==> src/design/game_pkg.sv <==
//##########################################################
// well geometry and spawn point of the falling piece
// action indices and the per-action request vector
// orientation, position and lock count types
//##########################################################

package game_pkg;

    // well size in cells with the origin at the top left
    localparam int WELL_ROWS   = 20;
    localparam int WELL_COLS   = 10;

    // a new piece appears here
    localparam int SPAWN_ROW   = 0;
    localparam int SPAWN_COL   = 4;

    localparam int NUM_ACTIONS = 6;

    typedef logic [4:0] row_t;
    typedef logic [4:0] col_t;

    // clockwise order so a right rotation is +1
    typedef enum logic [1:0] {
        ORIENT_SPAWN   = 2'd0,
        ORIENT_RIGHT   = 2'd1,
        ORIENT_REVERSE = 2'd2,
        ORIENT_LEFT    = 2'd3
    } orientation_t;

    // bit positions in an action_vec_t
    typedef enum logic [2:0] {
        ACT_MOVE_RIGHT   = 3'd0,
        ACT_MOVE_LEFT    = 3'd1,
        ACT_ROTATE_RIGHT = 3'd2,
        ACT_ROTATE_LEFT  = 3'd3,
        ACT_SOFT_DROP    = 3'd4,
        ACT_HARD_DROP    = 3'd5
    } action_e;

    typedef logic [NUM_ACTIONS-1:0] action_vec_t;

    typedef logic [7:0] lock_count_t;

endpackage

==> src/design/timing_pkg.sv <==
//##########################################################
// delayed auto shift timing in milliseconds
// radixes and types of the sprint timer digits
//##########################################################

package timing_pkg;

    // ms ticks before the first repeat, then between repeats
    localparam int DAS_DELAY_MS     = 167;
    localparam int AUTO_REPEAT_MS   = 33;

    localparam int DIGIT_RADIX_DEC  = 10;
    localparam int DIGIT_RADIX_SEXA = 60;

    typedef logic [3:0] ms_digit_t;
    typedef logic [5:0] sexa_digit_t;

    // wide enough for the longer of the two delays
    typedef logic [$clog2(DAS_DELAY_MS + 1)-1:0] das_count_t;

endpackage

==> src/design/input_decoder.sv <==
//##########################################################
// key synchronizers and mode switch latch
// mapping of held keys to per-action requests
//##########################################################

module input_decoder
    import game_pkg::*;
(
    input  logic        clk,
    input  logic        rst_n,
    input  logic        key_left,
    input  logic        key_right,
    input  logic        key_down,
    input  logic        key_drop,
    input  logic        mode_rotate,
    output action_vec_t action_req
);

    // key bits {drop, down, left, right} are active high after the first flop
    logic [3:0]  key_meta;
    logic [3:0]  key_held;
    logic        mode_q;
    action_vec_t req_next;

    always_ff @(posedge clk) begin
        if (!rst_n) begin
            key_meta   <= '0;
            key_held   <= '0;
            mode_q     <= 1'b0;
            action_req <= '0;
        end else begin
            key_meta   <= ~{key_drop, key_down, key_left, key_right};
            key_held   <= key_meta;
            // a held key keeps the meaning it was pressed with
            if (!(|key_held)) begin
                mode_q <= mode_rotate;
            end
            action_req <= req_next;
        end
    end

    always_comb begin
        req_next                   = '0;
        req_next[ACT_MOVE_RIGHT]   = key_held[0] && !mode_q;
        req_next[ACT_MOVE_LEFT]    = key_held[1] && !mode_q;
        req_next[ACT_ROTATE_RIGHT] = key_held[0] && mode_q;
        req_next[ACT_ROTATE_LEFT]  = key_held[1] && mode_q;
        req_next[ACT_SOFT_DROP]    = key_held[2];
        // drop key does nothing in rotate mode
        req_next[ACT_HARD_DROP]    = key_held[3] && !mode_q;
    end

endmodule

==> src/design/das_channel.sv <==
//##########################################################
// delayed auto shift for a single action
// fires on press, waits the initial delay, then repeats
// while the request is held and the action is allowed
//##########################################################

module das_channel
    import timing_pkg::*;
(
    input  logic clk,
    input  logic rst_n,
    input  logic ms_tick,
    input  logic req,
    input  logic allowed,
    output logic fire
);

    logic       first_done;
    logic       repeating;
    das_count_t count;
    das_count_t last_count;

    // initial delay until the first repeat and a shorter period after that
    assign last_count = repeating ? das_count_t'(AUTO_REPEAT_MS - 1)
                                  : das_count_t'(DAS_DELAY_MS - 1);

    always_ff @(posedge clk) begin
        if (!rst_n || !req) begin
            first_done <= 1'b0;
            repeating  <= 1'b0;
            count      <= '0;
            fire       <= 1'b0;
        end else begin
            fire <= 1'b0;
            if (!first_done) begin
                // press fires at once, but only once it is legal
                if (allowed) begin
                    fire       <= 1'b1;
                    first_done <= 1'b1;
                    count      <= '0;
                end
            end else if (allowed && ms_tick) begin
                if (count == last_count) begin
                    fire      <= 1'b1;
                    repeating <= 1'b1;
                    count     <= '0;
                end else begin
                    count <= count + 1'b1;
                end
            end
            // a blocked tick holds the count and its repeat is lost
        end
    end

    // allowed is read one cycle after the fire decision
    a_fire_only_when_allowed: assert property (
        @(posedge clk) disable iff (!rst_n)
        fire |-> allowed
    ) else $error("das_channel fired while the action was blocked");

endmodule

==> src/design/piece_controller.sv <==
//##########################################################
// bounds checks of the falling piece against an empty well
// priority pick of one fired action per cycle
// origin row, column and orientation registers, lock count
//##########################################################

module piece_controller
    import game_pkg::*;
(
    input  logic         clk,
    input  logic         rst_n,
    input  action_vec_t  action_fire,
    output action_vec_t  action_allowed,
    output row_t         piece_row,
    output col_t         piece_col,
    output orientation_t piece_orientation,
    output lock_count_t  pieces_locked
);

    action_vec_t applied;

    // with no locked tiles the legality is just the well border
    always_comb begin
        action_allowed                   = '0;
        action_allowed[ACT_MOVE_RIGHT]   = piece_col < col_t'(WELL_COLS - 1);
        action_allowed[ACT_MOVE_LEFT]    = piece_col != '0;
        action_allowed[ACT_ROTATE_RIGHT] = 1'b1;
        action_allowed[ACT_ROTATE_LEFT]  = 1'b1;
        action_allowed[ACT_SOFT_DROP]    = piece_row < row_t'(WELL_ROWS - 1);
        action_allowed[ACT_HARD_DROP]    = 1'b1;
    end

    // an illegal fire is dropped here as well
    assign applied = action_fire & action_allowed;

    always_ff @(posedge clk) begin
        if (!rst_n) begin
            piece_row         <= row_t'(SPAWN_ROW);
            piece_col         <= col_t'(SPAWN_COL);
            piece_orientation <= ORIENT_SPAWN;
            pieces_locked     <= '0;
        end else if (applied[ACT_HARD_DROP]) begin
            // lock in place and bring in the next piece
            piece_row         <= row_t'(SPAWN_ROW);
            piece_col         <= col_t'(SPAWN_COL);
            piece_orientation <= ORIENT_SPAWN;
            pieces_locked     <= pieces_locked + 1'b1;
        end else if (applied[ACT_SOFT_DROP]) begin
            piece_row <= piece_row + 1'b1;
        end else if (applied[ACT_MOVE_RIGHT]) begin
            piece_col <= piece_col + 1'b1;
        end else if (applied[ACT_MOVE_LEFT]) begin
            piece_col <= piece_col - 1'b1;
        end else if (applied[ACT_ROTATE_RIGHT]) begin
            piece_orientation <= orientation_t'(piece_orientation + 2'd1);
        end else if (applied[ACT_ROTATE_LEFT]) begin
            piece_orientation <= orientation_t'(piece_orientation - 2'd1);
        end
    end

    a_col_in_well: assert property (
        @(posedge clk) disable iff (!rst_n)
        piece_col < col_t'(WELL_COLS)
    ) else $error("piece column left the well");

    a_row_in_well: assert property (
        @(posedge clk) disable iff (!rst_n)
        piece_row < row_t'(WELL_ROWS)
    ) else $error("piece row left the well");

endmodule

==> src/design/sprint_timer.sv <==
//##########################################################
// free running millisecond prescaler
// sprint timer with cascaded ms, cs, ds, seconds, minutes
//##########################################################

module sprint_timer
    import timing_pkg::*;
#(
    parameter int CLK_PER_MS = 50_000
) (
    input  logic        clk,
    input  logic        rst_n,
    input  logic        timer_start,
    input  logic        timer_stop,
    output logic        ms_tick,
    output logic        timer_running,
    output ms_digit_t   time_ms,
    output ms_digit_t   time_cs,
    output ms_digit_t   time_ds,
    output sexa_digit_t time_sec,
    output sexa_digit_t time_min
);

    typedef logic [$clog2(CLK_PER_MS)-1:0] prescale_t;

    prescale_t prescale;
    logic      ms_en;
    logic      cs_en;
    logic      ds_en;
    logic      sec_en;
    logic      min_en;

    // one step of a digit that wraps at its radix
    function automatic logic [5:0] step_digit(input logic [5:0] value, input int radix);
        if (value == 6'(radix - 1)) begin
            return '0;
        end
        return value + 6'd1;
    endfunction

    always_ff @(posedge clk) begin
        if (!rst_n) begin
            prescale <= '0;
            ms_tick  <= 1'b0;
        end else if (prescale == prescale_t'(CLK_PER_MS - 1)) begin
            prescale <= '0;
            ms_tick  <= 1'b1;
        end else begin
            prescale <= prescale + 1'b1;
            ms_tick  <= 1'b0;
        end
    end

    // each digit rolls the next one over at its top value
    assign ms_en  = timer_running && ms_tick;
    assign cs_en  = ms_en && (time_ms == ms_digit_t'(DIGIT_RADIX_DEC - 1));
    assign ds_en  = cs_en && (time_cs == ms_digit_t'(DIGIT_RADIX_DEC - 1));
    assign sec_en = ds_en && (time_ds == ms_digit_t'(DIGIT_RADIX_DEC - 1));
    assign min_en = sec_en && (time_sec == sexa_digit_t'(DIGIT_RADIX_SEXA - 1));

    always_ff @(posedge clk) begin
        if (!rst_n || timer_start) begin
            // start wins over a stop in the same cycle
            timer_running <= rst_n && timer_start;
            time_ms       <= '0;
            time_cs       <= '0;
            time_ds       <= '0;
            time_sec      <= '0;
            time_min      <= '0;
        end else begin
            if (timer_stop) begin
                timer_running <= 1'b0;
            end
            if (ms_en) begin
                time_ms <= ms_digit_t'(step_digit(6'(time_ms), DIGIT_RADIX_DEC));
            end
            if (cs_en) begin
                time_cs <= ms_digit_t'(step_digit(6'(time_cs), DIGIT_RADIX_DEC));
            end
            if (ds_en) begin
                time_ds <= ms_digit_t'(step_digit(6'(time_ds), DIGIT_RADIX_DEC));
            end
            if (sec_en) begin
                time_sec <= step_digit(time_sec, DIGIT_RADIX_SEXA);
            end
            if (min_en) begin
                time_min <= step_digit(time_min, DIGIT_RADIX_SEXA);
            end
        end
    end

    a_digits_in_radix: assert property (
        @(posedge clk) disable iff (!rst_n)
        (time_ms < ms_digit_t'(DIGIT_RADIX_DEC)) &&
        (time_cs < ms_digit_t'(DIGIT_RADIX_DEC)) &&
        (time_ds < ms_digit_t'(DIGIT_RADIX_DEC)) &&
        (time_sec < sexa_digit_t'(DIGIT_RADIX_SEXA)) &&
        (time_min < sexa_digit_t'(DIGIT_RADIX_SEXA))
    ) else $error("timer digit beyond its radix");

endmodule

==> src/design/tetris_input_top.sv <==
//##########################################################
// top level of the player input path and sprint timer
// key decoder, one auto shift channel per action,
// piece controller and timer
//##########################################################

module tetris_input_top
    import game_pkg::*,
           timing_pkg::*;
#(
    parameter int CLK_PER_MS = 50_000
) (
    input  logic         clk,
    input  logic         rst_n,
    input  logic         key_left,
    input  logic         key_right,
    input  logic         key_down,
    input  logic         key_drop,
    input  logic         mode_rotate,
    input  logic         timer_start,
    input  logic         timer_stop,
    output row_t         piece_row,
    output col_t         piece_col,
    output orientation_t piece_orientation,
    output lock_count_t  pieces_locked,
    output ms_digit_t    time_ms,
    output ms_digit_t    time_cs,
    output ms_digit_t    time_ds,
    output sexa_digit_t  time_sec,
    output sexa_digit_t  time_min,
    output logic         timer_running
);

    action_vec_t action_req;
    action_vec_t action_allowed;
    action_vec_t action_fire;
    logic        ms_tick;

    input_decoder i_input_decoder (
        .clk         (clk),
        .rst_n       (rst_n),
        .key_left    (key_left),
        .key_right   (key_right),
        .key_down    (key_down),
        .key_drop    (key_drop),
        .mode_rotate (mode_rotate),
        .action_req  (action_req)
    );

    for (genvar i = 0; i < NUM_ACTIONS; i++) begin : g_das
        das_channel i_das_channel (
            .clk     (clk),
            .rst_n   (rst_n),
            .ms_tick (ms_tick),
            .req     (action_req[i]),
            .allowed (action_allowed[i]),
            .fire    (action_fire[i])
        );
    end

    piece_controller i_piece_controller (
        .clk               (clk),
        .rst_n             (rst_n),
        .action_fire       (action_fire),
        .action_allowed    (action_allowed),
        .piece_row         (piece_row),
        .piece_col         (piece_col),
        .piece_orientation (piece_orientation),
        .pieces_locked     (pieces_locked)
    );

    // also the ms time base of the auto shift channels
    sprint_timer #(
        .CLK_PER_MS (CLK_PER_MS)
    ) i_sprint_timer (
        .clk           (clk),
        .rst_n         (rst_n),
        .timer_start   (timer_start),
        .timer_stop    (timer_stop),
        .ms_tick       (ms_tick),
        .timer_running (timer_running),
        .time_ms       (time_ms),
        .time_cs       (time_cs),
        .time_ds       (time_ds),
        .time_sec      (time_sec),
        .time_min      (time_min)
    );

endmodule

==> config.mk <==
export PLATFORM = sky130hd
export DESIGN_NAME = tetris_input_top
export DESIGN_NICKNAME = d
export VERILOG_FILES = /design/src/design/game_pkg.sv /design/src/design/timing_pkg.sv /design/src/design/input_decoder.sv /design/src/design/das_channel.sv /design/src/design/piece_controller.sv /design/src/design/sprint_timer.sv /design/src/design/tetris_input_top.sv
export SDC_FILE = /design/constraint.sdc
export NUM_CORES = 1
export LEC_CHECK = 0
export BUFFER_PORTS_ARGS = -buffer_cell sky130_fd_sc_hd__buf_2
export CORE_MARGIN = 1
export CORE_UTILIZATION = 64
export CTS_CLUSTER_SIZE = 20
export DETAILED_ROUTE_END_ITERATION = 10
export PLACE_DENSITY_LB_ADDON = 0.15
export SKIP_CTS_REPAIR_TIMING = 1
export SLEW_MARGIN = 10
export SYNTH_ARGS = -nofsm -noshare
export SYNTH_HDL_FRONTEND = slang
export SYNTH_SLANG_ARGS = --single-unit
==> constraint.sdc <==
create_clock -name clk -period 4.7 [get_ports clk]
set_input_delay 0.235 -clock clk [delete_from_list [all_inputs] [get_ports clk]]
set_output_delay 0.235 -clock clk [all_outputs]
set_load 0.02 [all_outputs]
==> results.md, run 1 <==
- Vias in the first global route: 5026
- Setup Skew: 0.006716 ns
- Final wirelength: 14100 um
- CP Cell Sequence: o31ai_2 > nand2_1 > ha_1 > nor2b_1 > o21a_1 > a2111oi_2 > mux2i_1
- Layout net count: 820
- Met1 WL: 6266 um
- Via Count: 5599
- RSZ-0062 raised after global routing: false
- Compound-Gate Fraction of Synth Area: 13.18%
- Post-synth EDFFs: 1
- Setup WS post-layout: 2.336 ns
- Final setup violating endpoints: 0
- DR WL/cell: 14.97 um
- Initial antenna violation count: 0
- WL met2: 7007 um
- GRT Resource Usage Total: 27.44%
- I/O Pins: 54
- Crit path capture type: flop
- Post-DP HPWL: 9372 um
- Power consumption: 2.784 mW
- First-pass GRT wire length: 22730 um
- Worst skew pair latency: 0.53 ns
- Ranking of synthesized cells by area: dfxtp_1 (43%), nor2_1 (5.4%), xor2_1 (4.1%)
- Highest Signal Layer: met4
- Slew headroom: 51.70%
- Max Clock Freq: 0.4230 GHz
- Design Area, Final: 7637 um2
- Final Critical Period: 2.364 ns
- Non-Filler Instances: 942
- Worst-margin pin slew: 0.7245 ns
- Adder-cell share of the synthesized area: 2.971%
- Sw power: 0.5692 mW
- Fin. max-slew vios: 0
- XOR/XNOR Fraction of Synth Area: 7.199%
- #FFs+latches synth: 143
- CTS buffer count: 17
- Worst Hold Slack: 0.02961 ns
- Unique masters post-synth: 72
- Bufs and invs on worst path: 0
- Max FO, Critical Path: 8
- Crit path kind: reg2reg
- Placed cells: 904
- Peak VDD IR: 0.2614 mV
- Die width: 103.3 um
- CP startpoint kind: flop
- I/O Buffers: 53
- Reg clk slew, reported paths: 0.06 ns
- Initial Util: 66.60%
- DR pass1 iterations: 8
- Diode count: 0
- Maxcap violations: 0
- RePlAce Congestion: 0.8405
- H-tree Lvls: 4
- Slowest stage delay, CP: 0.39 ns
- Ys async rst share: 0%
- DIE HEIGHT: 103.3 um
- Post-synth top area cell: dfxtp_1
- DR iter-0 viols: 264
- Post-synthesis simple-gate area fraction: 28.49%
- Metal3 WL: 672 um
- Internal power: 2.215 mW
- Core Area: 9864 um2
- Worst EP arrival: 2.83 ns
- TritonCTS clock tree: yes
- Remaining DRCs: 0
- Mux contribution to synthesized area: 2.000%
- Comb pwr share: 2.3%
- Root buffer cell: clkbuf_8
- Post-synthesis cell count: 739
- P per Cell Area: 364.6 nW/um2
- Yosys warns: 0
- Clock Power Share: 53.4%
- Clock tree buffer depth: 2
- Average size of a mapped cell: 8.890 um2
- Largest family of logic cells by synthesized area: simple AND/OR/NAND/NOR gates
- CP max-delay cell: dfxtp_1
- Leakage power: 2.800 nW
- Mapped Area: 6570 um2
- Die Area: 10680 um2
- DP Area: 6917 um2
- Synth top area share: 43.27%
- Final Hold Vio Count: 0
- Critical Path RT: 5.16 ns
- Setup TNS: 0 ns
- DP Worst Slack: 2.352 ns
- Routed vias/inst: 5.944
- Main synth FF type: dfxtp_1
- Layout cells sized above 1: 14.71%
- Total grt overflow: 0
- Sequential area share after synthesis: 43.73%
- Outcome: complete, no violations
- Worst hold path class: in2reg
- Row count: 36
- Core Util, Final: 77.42%
- Final Cycle Share: 50.30%
- Area grow syn2layout: 16.24%
- Sink Count: 143
- Sequential power share: 44.4%
- Antenna-violating nets left: 0
- Syn nets: 763
- CP top delay family: compound AO/OA/AOI/OAI gates
- Switching share of power: 20.44%
- Largest net degree at the start of global routing: 32
==> layout make-up <==
class	instances	area, um2
Clock inverter	12	203.9
Inverter	18	67.56
Tap cell	133	166.4
Timing Repair Buffer	60	332.8
Multi-Input combinational cell	556	3537
Fill cell	662	2227
Clock buffer	20	456.7
Sequential cell	143	2873
==> worst paths after layout <==
kind | to | from | depth (start not counted) | slack [ns]
setup reg to reg | i_piece_controller.piece_col[4] | i_piece_controller.piece_col[0] | 7 | 2.34
setup / recovery | i_piece_controller.piece_col[4] | i_piece_controller.piece_col[0] | 7 | 2.34
hold reg to reg | i_input_decoder.key_held[0] | i_input_decoder.key_meta[0] | 1 | 0.43
hold / removal | i_sprint_timer.timer_running | timer_start | 2 | 0.03
==> Yosys cell counts (3+ instances only) <==
cell        n
mux2i_1    12
or4b_1      6
a31o_2      3
nor2b_1    15
a21oi_1    37
o21a_1      3
xnor2_1    23
clkbuf_1   13
or4_1       3
ha_1       14
and3_1     12
a211oi_2    4
nand3_1    30
a211oi_1    6
and2_1     10
a31oi_1     9
nor2_1     94
nand2_1    71
or2_2       5
or4b_2      3
nor4b_1     5
dfxtp_1   142
o31ai_1     3
nand4_1    20
or3_1      13
and4_1      6
nor3_1     15
o21ai_0    25
nor4_1      6
a21o_2      3
o211ai_1    7
nand3b_1    4
xor2_1     31
buf_2       7
inv_1      16
nand2b_1    8
nand4b_1    6
and3b_1     4
==> layer usage <==
layer / GRT usage (%) / up-vias
li1: - / 2763
met1: 33.32 / 2671
met2: 46.72 / 145
met3: 8.065 / 20
met4: 9.101 / 0
met5: 0 / -
==> registers in the layout (all words and copies together), names as in the netlist <==
name / flops
g_das.i_das_channel.count: 48
g_das.i_das_channel.fire: 6
g_das.i_das_channel.first_done: 6
g_das.i_das_channel.repeating: 6
i_input_decoder.action_req: 6
i_input_decoder.key_held: 4
i_input_decoder.key_meta: 4
i_input_decoder.mode_q: 1
i_piece_controller.piece_col: 5
i_piece_controller.piece_orientation: 2
i_piece_controller.piece_row: 5
i_piece_controller.pieces_locked: 8
i_sprint_timer.ms_tick: 1
i_sprint_timer.prescale: 16
i_sprint_timer.time_cs: 4
i_sprint_timer.time_ds: 4
i_sprint_timer.time_min: 6
i_sprint_timer.time_ms: 4
i_sprint_timer.time_sec: 6
i_sprint_timer.timer_running: 1
==> cells in the final DEF, fill, tap and decap left out, drive strengths merged, types with 12 or more instances in the layout <==
| cell type | Yosys | layout |
|---|---|---|
| a21oi | 39 | 39 |
| and3 | 12 | 12 |
| buf | 8 | 54 |
| clkbuf | 14 | 20 |
| dfxtp | 142 | 142 |
| ha | 14 | 14 |
| inv | 16 | 18 |
| mux2i | 12 | 12 |
| nand2 | 71 | 71 |
| nand3 | 31 | 31 |
| nand4 | 20 | 20 |
| nor2 | 94 | 94 |
| nor2b | 15 | 15 |
| nor3 | 15 | 15 |
| o21ai | 27 | 27 |
| or3 | 13 | 13 |
| xnor2 | 23 | 23 |
| xor2 | 31 | 31 |
==> worst register-to-register path, cell delays in order (launching register included) <==
cell,delay (ns)
dfxtp_1,0.39
o31ai_2,0.40
nand2_1,0.25
ha_1,0.39
nor2b_1,0.16
o21a_1,0.19
a2111oi_2,0.32
mux2i_1,0.21
==> cells by family after synthesis <==
logic type,Yosys count
buf+inv,40
simple gates,347
compound gates,127
mux,13
flops,143
xor+xnor,54
fa+ha+maj,15
==> power groups by stage <==
stage | clock network [mW] | logic, mW | registers [mW]
after floorplan | 0 | 0.0403 | 1.26
after global placement | 0 | 0.0565 | 1.26
after detailed placement | 0 | 0.0580 | 1.26
after CTS | 1.50 | 0.0594 | 1.24
after global routing | 1.55 | 0.0699 | 1.24
final | 1.49 | 0.0634 | 1.24
Power figures use the tool's default switching activity.
==> run 2: changes to the inputs <==
--- a/config.mk
+++ b/config.mk
@@ -7,7 +7,7 @@
 export LEC_CHECK = 0
 export BUFFER_PORTS_ARGS = -buffer_cell sky130_fd_sc_hd__buf_2
 export CORE_MARGIN = 1
-export CORE_UTILIZATION = 64
+export CORE_UTILIZATION = 60
 export CTS_CLUSTER_SIZE = 20
 export DETAILED_ROUTE_END_ITERATION = 10
 export PLACE_DENSITY_LB_ADDON = 0.15
==> constraint.sdc (replaced) <==
create_clock -name clk -period 2.5 [get_ports clk]
set_input_delay 0.125 -clock clk [delete_from_list [all_inputs] [get_ports clk]]
set_output_delay 0.125 -clock clk [all_outputs]
set_load 0.02 [all_outputs]
==> run 2 against run 1 <==
  * Wire length decreased by 1.5%
  * Sequential cell count unchanged
  * Critical path type unchanged
  * First-iteration DRC count increased by 35%
  * Largest cell class unchanged
  * Count of clock-buffer cells in the layout unchanged
  * Combinational power increased by 100%
  * Highest routed layer unchanged
  * Power increased by 73%
==> results.md, run 2 (synthesis results as in run 1) <==
- Hold Path Sink: i_input_decoder.key_meta[3]
- Bufs and invs on worst path: 0
- Final setup violating endpoints: 0
- Min-Delay Path Depth: 3
- Final Critical Period: 2.311 ns
- Worst-margin pin slew: 0.6000 ns
- Final wirelength: 13890 um
- Initial Util: 62.80%
- DIE HEIGHT: 106.6 um
- First-pass GRT wire length: 23450 um
- Design Area, Final: 7615 um2
- Total grt overflow: 0
- DR WL/cell: 14.57 um
- Crit path capture type: flop
- Layout net count: 828
- Die width: 106.6 um
- Reg clk slew, reported paths: 0.06 ns
- I/O Buffers: 53
- CP top delay family: compound AO/OA/AOI/OAI gates
- I/O Pins: 54
- Setup TNS: 0 ns
- Setup Skew: 0.007115 ns
- Fin. max-slew vios: 0
- Critical Path RT: 2.96 ns
- Layout cells sized above 1: 15.54%
- R2r startpoint: i_piece_controller.piece_col[0]
- Core Util, Final: 72.78%
- Maxcap violations: 0
- Crit path kind: reg2reg
- CP Cell Sequence: o31ai_2 > nand2_2 > ha_1 > nor2b_1 > o21a_1 > a2111oi_2 > mux2i_1
- Root buffer cell: clkbuf_8
- P per Cell Area: 633.2 nW/um2
- Most frequent cells in the layout: dfxtp_1 (142), nor2_1 (94), nand2_1 (70), buf_2 (53), a21oi_1 (37)
- DP Worst Slack: 0.1750 ns
- RSZ-0062 raised after global routing: false
- CTS buffer count: 17
- Setup WS post-layout: 0.1892 ns
- Biggest regs: g_das.i_das_channel.count x48, i_sprint_timer.prescale x16, i_piece_controller.pieces_locked x8
- Largest register FFs: 48
- Worst skew pair latency: 0.53 ns
- Post-DP HPWL: 9491 um
- Core Area: 10460 um2
- DR pass1 iterations: 5
- Vias in the first global route: 5238
- Final Hold Vio Count: 0
- TritonCTS clock tree: yes
- Worst r2r dst: i_piece_controller.piece_col[4]
- Die Area: 11370 um2
- Worst Hold Slack: 0.2784 ns
- Sink Count: 143
- Area grow syn2layout: 15.90%
- Peak VDD IR: 0.4262 mV
- CP max-delay cell: o31ai_2
- DP Area: 6965 um2
- H-tree Lvls: 4
- CP startpoint kind: flop
- RePlAce Congestion: 0.8147
- GRT Resource Usage Total: 25.72%
- Largest net degree at the start of global routing: 32
- R2r setup slk: 0.19 ns
- Commonest non-fill, non-tap cell in the layout: dfxtp_1
- Slowest stage delay, CP: 0.42 ns
- Max FO, Critical Path: 8
- Slew headroom: 60.00%
- Hold_sp: key_drop
- Register-to-Register Path Depth: 7
- Leakage power: 2.786 nW
- Worst EP arrival: 2.77 ns
- Initial antenna violation count: 0
- Max Clock Freq: 0.4327 GHz
- Clock tree buffer depth: 2
- Biggest register: g_das.i_das_channel.count
- Via Count: 5579
- Remaining DRCs: 0
- DR iter-0 viols: 357
- Routed vias/inst: 5.854
- Cell depth of the worst setup path: 7
- Worst hold path class: in2reg
- Antenna-violating nets left: 0
- Row count: 37
- Diode count: 0
- Final Cycle Share: 92.43%
- Outcome: complete, no violations
-- run 2: changes by cell type in the layout (fill, tap and decap cells not counted), moves of 2 or more --
| cell | change |
|---|---|
| buf_4 | +6 |
| bufinv_16 | -4 |
| clkinvlp_4 | +3 |
| clkbuf_8 | +2 |
| dlygate4sd3_1 | +2 |
-- run 2: report_power, final --
part	internal (mW)	switching, mW
registers	2.30	0.0179
clock network	1.40	0.973
logic	0.0520	0.0750
total	3.76	1.07
-- run 2: how the worst max path moves through the flow --
| stage | startpoint | endpoint |
|---|---|---|
| 5_1_grt | i_piece_controller.piece_col[0] | i_piece_controller.piece_col[4] |
| 2_1_floorplan | i_piece_controller.piece_col[0] | i_piece_controller.piece_col[4] |
| 3_5_place_dp | i_piece_controller.piece_col[0] | i_piece_controller.piece_col[4] |
| 4_1_cts | i_piece_controller.piece_col[0] | i_piece_controller.piece_col[4] |
| 3_3_place_gp | i_piece_controller.piece_col[0] | i_piece_controller.piece_col[4] |
| 6_report | i_piece_controller.piece_col[0] | i_piece_controller.piece_col[4] |
-- run 2: stage by stage --
step	power, mW	std cells
CTS	4.843	945
global route	4.973	953
detailed placement	2.486	913
floorplan	2.447	739
global placement	2.483	913
finish	4.822	953
-- run 2: layout make-up --
cell class / instances / area, um2
clock buffer: 20 / 455.4
clock inverter: 12 / 111.4
tap: 136 / 170.2
inverter: 18 / 67.56
sequential: 143 / 2873
timing repair buffer: 68 / 397.9
multi-input combinational: 556 / 3540
fill: 801 / 2848
-- run 2: worst register-to-register path: stages, from the launching register on --
cell	delay, ns
dfxtp_1	0.39
o31ai_2	0.42
nand2_2	0.18
ha_1	0.38
nor2b_1	0.16
o21a_1	0.17
a2111oi_2	0.32
mux2i_1	0.22
-- run 2: layer usage --
layer,vias up,global-route usage (%),routed length (um)
li1,2765,-,-
met1,2657,31.58,6270
met4,0,8.806,187
met2,135,43.82,6813
met3,22,6.444,618
met5,-,0,0
==> run 3: changes to the inputs <==
--- a/config.mk
+++ b/config.mk
@@ -16,3 +16,4 @@
 export SYNTH_ARGS = -nofsm -noshare
 export SYNTH_HDL_FRONTEND = slang
 export SYNTH_SLANG_ARGS = --single-unit
+export TNS_END_PERCENT = 10
==> constraint.sdc (replaced) <==
create_clock -name clk -period 2.58 [get_ports clk]
set_input_delay 0.129 -clock clk [delete_from_list [all_inputs] [get_ports clk]]
set_output_delay 0.129 -clock clk [all_outputs]
set_load 0.02 [all_outputs]
==> run 3 against run 2 <==
  * Hold slack improved by 0.0088 ns
  * Sequential cell count did not move
  * Design area rose by 0.54%
  * Clock power rose by 7%
  * Largest cell class unchanged
  * Highest routed layer unchanged
==> results.md, run 3 (synthesis results as in run 1) <==
- Crit path capture: i_piece_controller.piece_col[4]
- Register-to-Register Path Depth: 7
- Cell depth of the worst setup path: 7
- Clock tree buffer depth: 2
- Via Count: 5527
- Internal power: 3.917 mW
- Fill cells: 789
- Root buffer cell: clkbuf_8
- Leakage power: 2.806 nW
- Final Cycle Share: 92.71%
- H-tree Lvls: 4
- Routed vias/inst: 5.812
- Switching share of power: 20.24%
- Maxcap violations: 0
- Largest net degree at the start of global routing: 32
- Crit path capture type: flop
- CTS buffer count: 17
- Final Critical Period: 2.392 ns
- RePlAce Congestion: 0.9181
- Initial Util: 62.80%
- Area grow syn2layout: 16.53%
- Die width: 106.6 um
- Bufs and invs on worst path: 0
- Biggest regs: g_das.i_das_channel.count x48, i_sprint_timer.prescale x16, i_piece_controller.pieces_locked x8
- Setup WS post-layout: 0.1880 ns
- DR iter-0 viols: 447
- Worst Hold Slack: 0.2872 ns
- Vias in the first global route: 5289
- Core Area: 10460 um2
- Fin. max-slew vios: 0
- Peak VDD IR: 0.5011 mV
- Final wirelength: 13780 um
- Row count: 37
- Final setup violating endpoints: 0
- Reg clk slew, reported paths: 0.06 ns
- Worst hold path class: in2reg
- Setup Skew: 0.007329 ns
- Total grt overflow: 0
- Hold_sp: key_drop
- Slew headroom: 60.52%
- DR WL/cell: 14.49 um
- Slowest stage delay, CP: 0.40 ns
- Biggest register: g_das.i_das_channel.count
- TritonCTS clock tree: yes
- Sink Count: 143
- Outcome: complete, no violations
- Diode count: 0
- Largest register FFs: 48
- Most frequent cells in the layout: dfxtp_1 (142), nor2_1 (94), nand2_1 (71), buf_2 (53), a21oi_1 (37)
- DIE HEIGHT: 106.6 um
- CP max-delay cell: ha_1
- RSZ-0062 raised after global routing: false
- Comb pwr share: 2.5%
- Remaining DRCs: 0
- First-pass GRT wire length: 23460 um
- DP Area: 6950 um2
- Commonest non-fill, non-tap cell in the layout: dfxtp_1
- Die Area: 11370 um2
- Worst skew pair latency: 0.52 ns
- Initial antenna violation count: 0
- CP startpoint kind: flop
- Worst-margin pin slew: 0.5911 ns
- Worst EP arrival: 2.85 ns
- Clock Power Share: 51.7%
- Post-DP HPWL: 9768 um
- Crit path kind: reg2reg
- Critical Path RT: 3.04 ns
- I/O Buffers: 53
- GRT Resource Usage Total: 25.80%
- Antenna-violating nets left: 0
- Sw power: 0.9940 mW
- Max Clock Freq: 0.4181 GHz
- Worst setup path startpoint: i_piece_controller.piece_col[0]
- Sequential power share: 45.8%
- CP top delay family: compound AO/OA/AOI/OAI gates
- R2r setup slk: 0.19 ns
- Final Hold Vio Count: 0
- Core Util, Final: 73.18%
- DP Worst Slack: 0.1956 ns
- Layout cells sized above 1: 14.97%
- Design Area, Final: 7656 um2
- Setup TNS: 0 ns
- Max FO, Critical Path: 8
- Worst r2r dst: i_piece_controller.piece_col[4]
- CP Cell Sequence: o31ai_2 > nand2_1 > ha_1 > nor2b_1 > o21a_1 > a2111oi_2 > mux2i_1
- P per Cell Area: 641.4 nW/um2
- DR pass1 iterations: 5
- R2r startpoint: i_piece_controller.piece_col[0]
- I/O Pins: 54
- Layout net count: 826
run 3: cell types whose count changed in the layout (fill, tap and decap cells not counted), sizes merged:
cell,previous run,this run
buf,60,58
clkinvlp,3,2
clkinv,9,4
bufinv,1,3
clkbuf,20,24
run 3: worst min path at each step:
stage	cells after the start	to	slack, ns
after floorplan	1	i_input_decoder.key_meta[3]	0.20
after global placement	2	i_input_decoder.key_meta[3]	0.30
after CTS	2	i_input_decoder.key_meta[3]	-0.27
after global routing	3	i_input_decoder.key_meta[3]	0.29
after detailed placement	2	i_input_decoder.key_meta[3]	0.29
final	3	i_input_decoder.key_meta[3]	0.29
run 3: worst register-to-register path: stages (launching register included):
cell       delay, ns
dfxtp_1         0.39
o31ai_2         0.39
nand2_1         0.27
ha_1            0.40
nor2b_1         0.15
o21a_1          0.18
a2111oi_2       0.34
mux2i_1         0.21
run 3: final cells by class:
type	instances	area [um2]	share of cell area, %
tap	136	170.2	2.223
inverter	18	67.56	0.8825
sequential	143	2873	37.52
timing repair buffer	66	382.9	5.001
clock buffer	24	501.7	6.553
multi-input combinational	556	3537	46.20
clock inverter	8	123.9	1.618
run 3: stage by stage:
| stage | cells | power (mW) |
|---|---|---|
| after global placement | 911 | 2.406 |
| final | 951 | 4.911 |
| after detailed placement | 911 | 2.410 |
| after floorplan | 739 | 2.371 |
| after CTS | 943 | 4.942 |
| after global routing | 951 | 5.061 |
run 3: power groups by stage:
stage                     clock [mW]  combinational (mW)  sequential [mW]
after floorplan                    0              0.0735             2.30
after global placement             0               0.109             2.30
after detailed placement           0               0.112             2.30
after CTS                       2.58               0.113             2.25
after global routing            2.67               0.134             2.25
final                           2.54               0.122             2.25
run 3: per-layer routing:
metal  global-route usage [%]  part of all wire (%)  wire length [um]
met1                    30.52                    45              6155
met2                    43.78                    49              6770
met3                    5.897                   3.9               543
met4                    13.11                   2.3               312
met5                        0                     0                 0
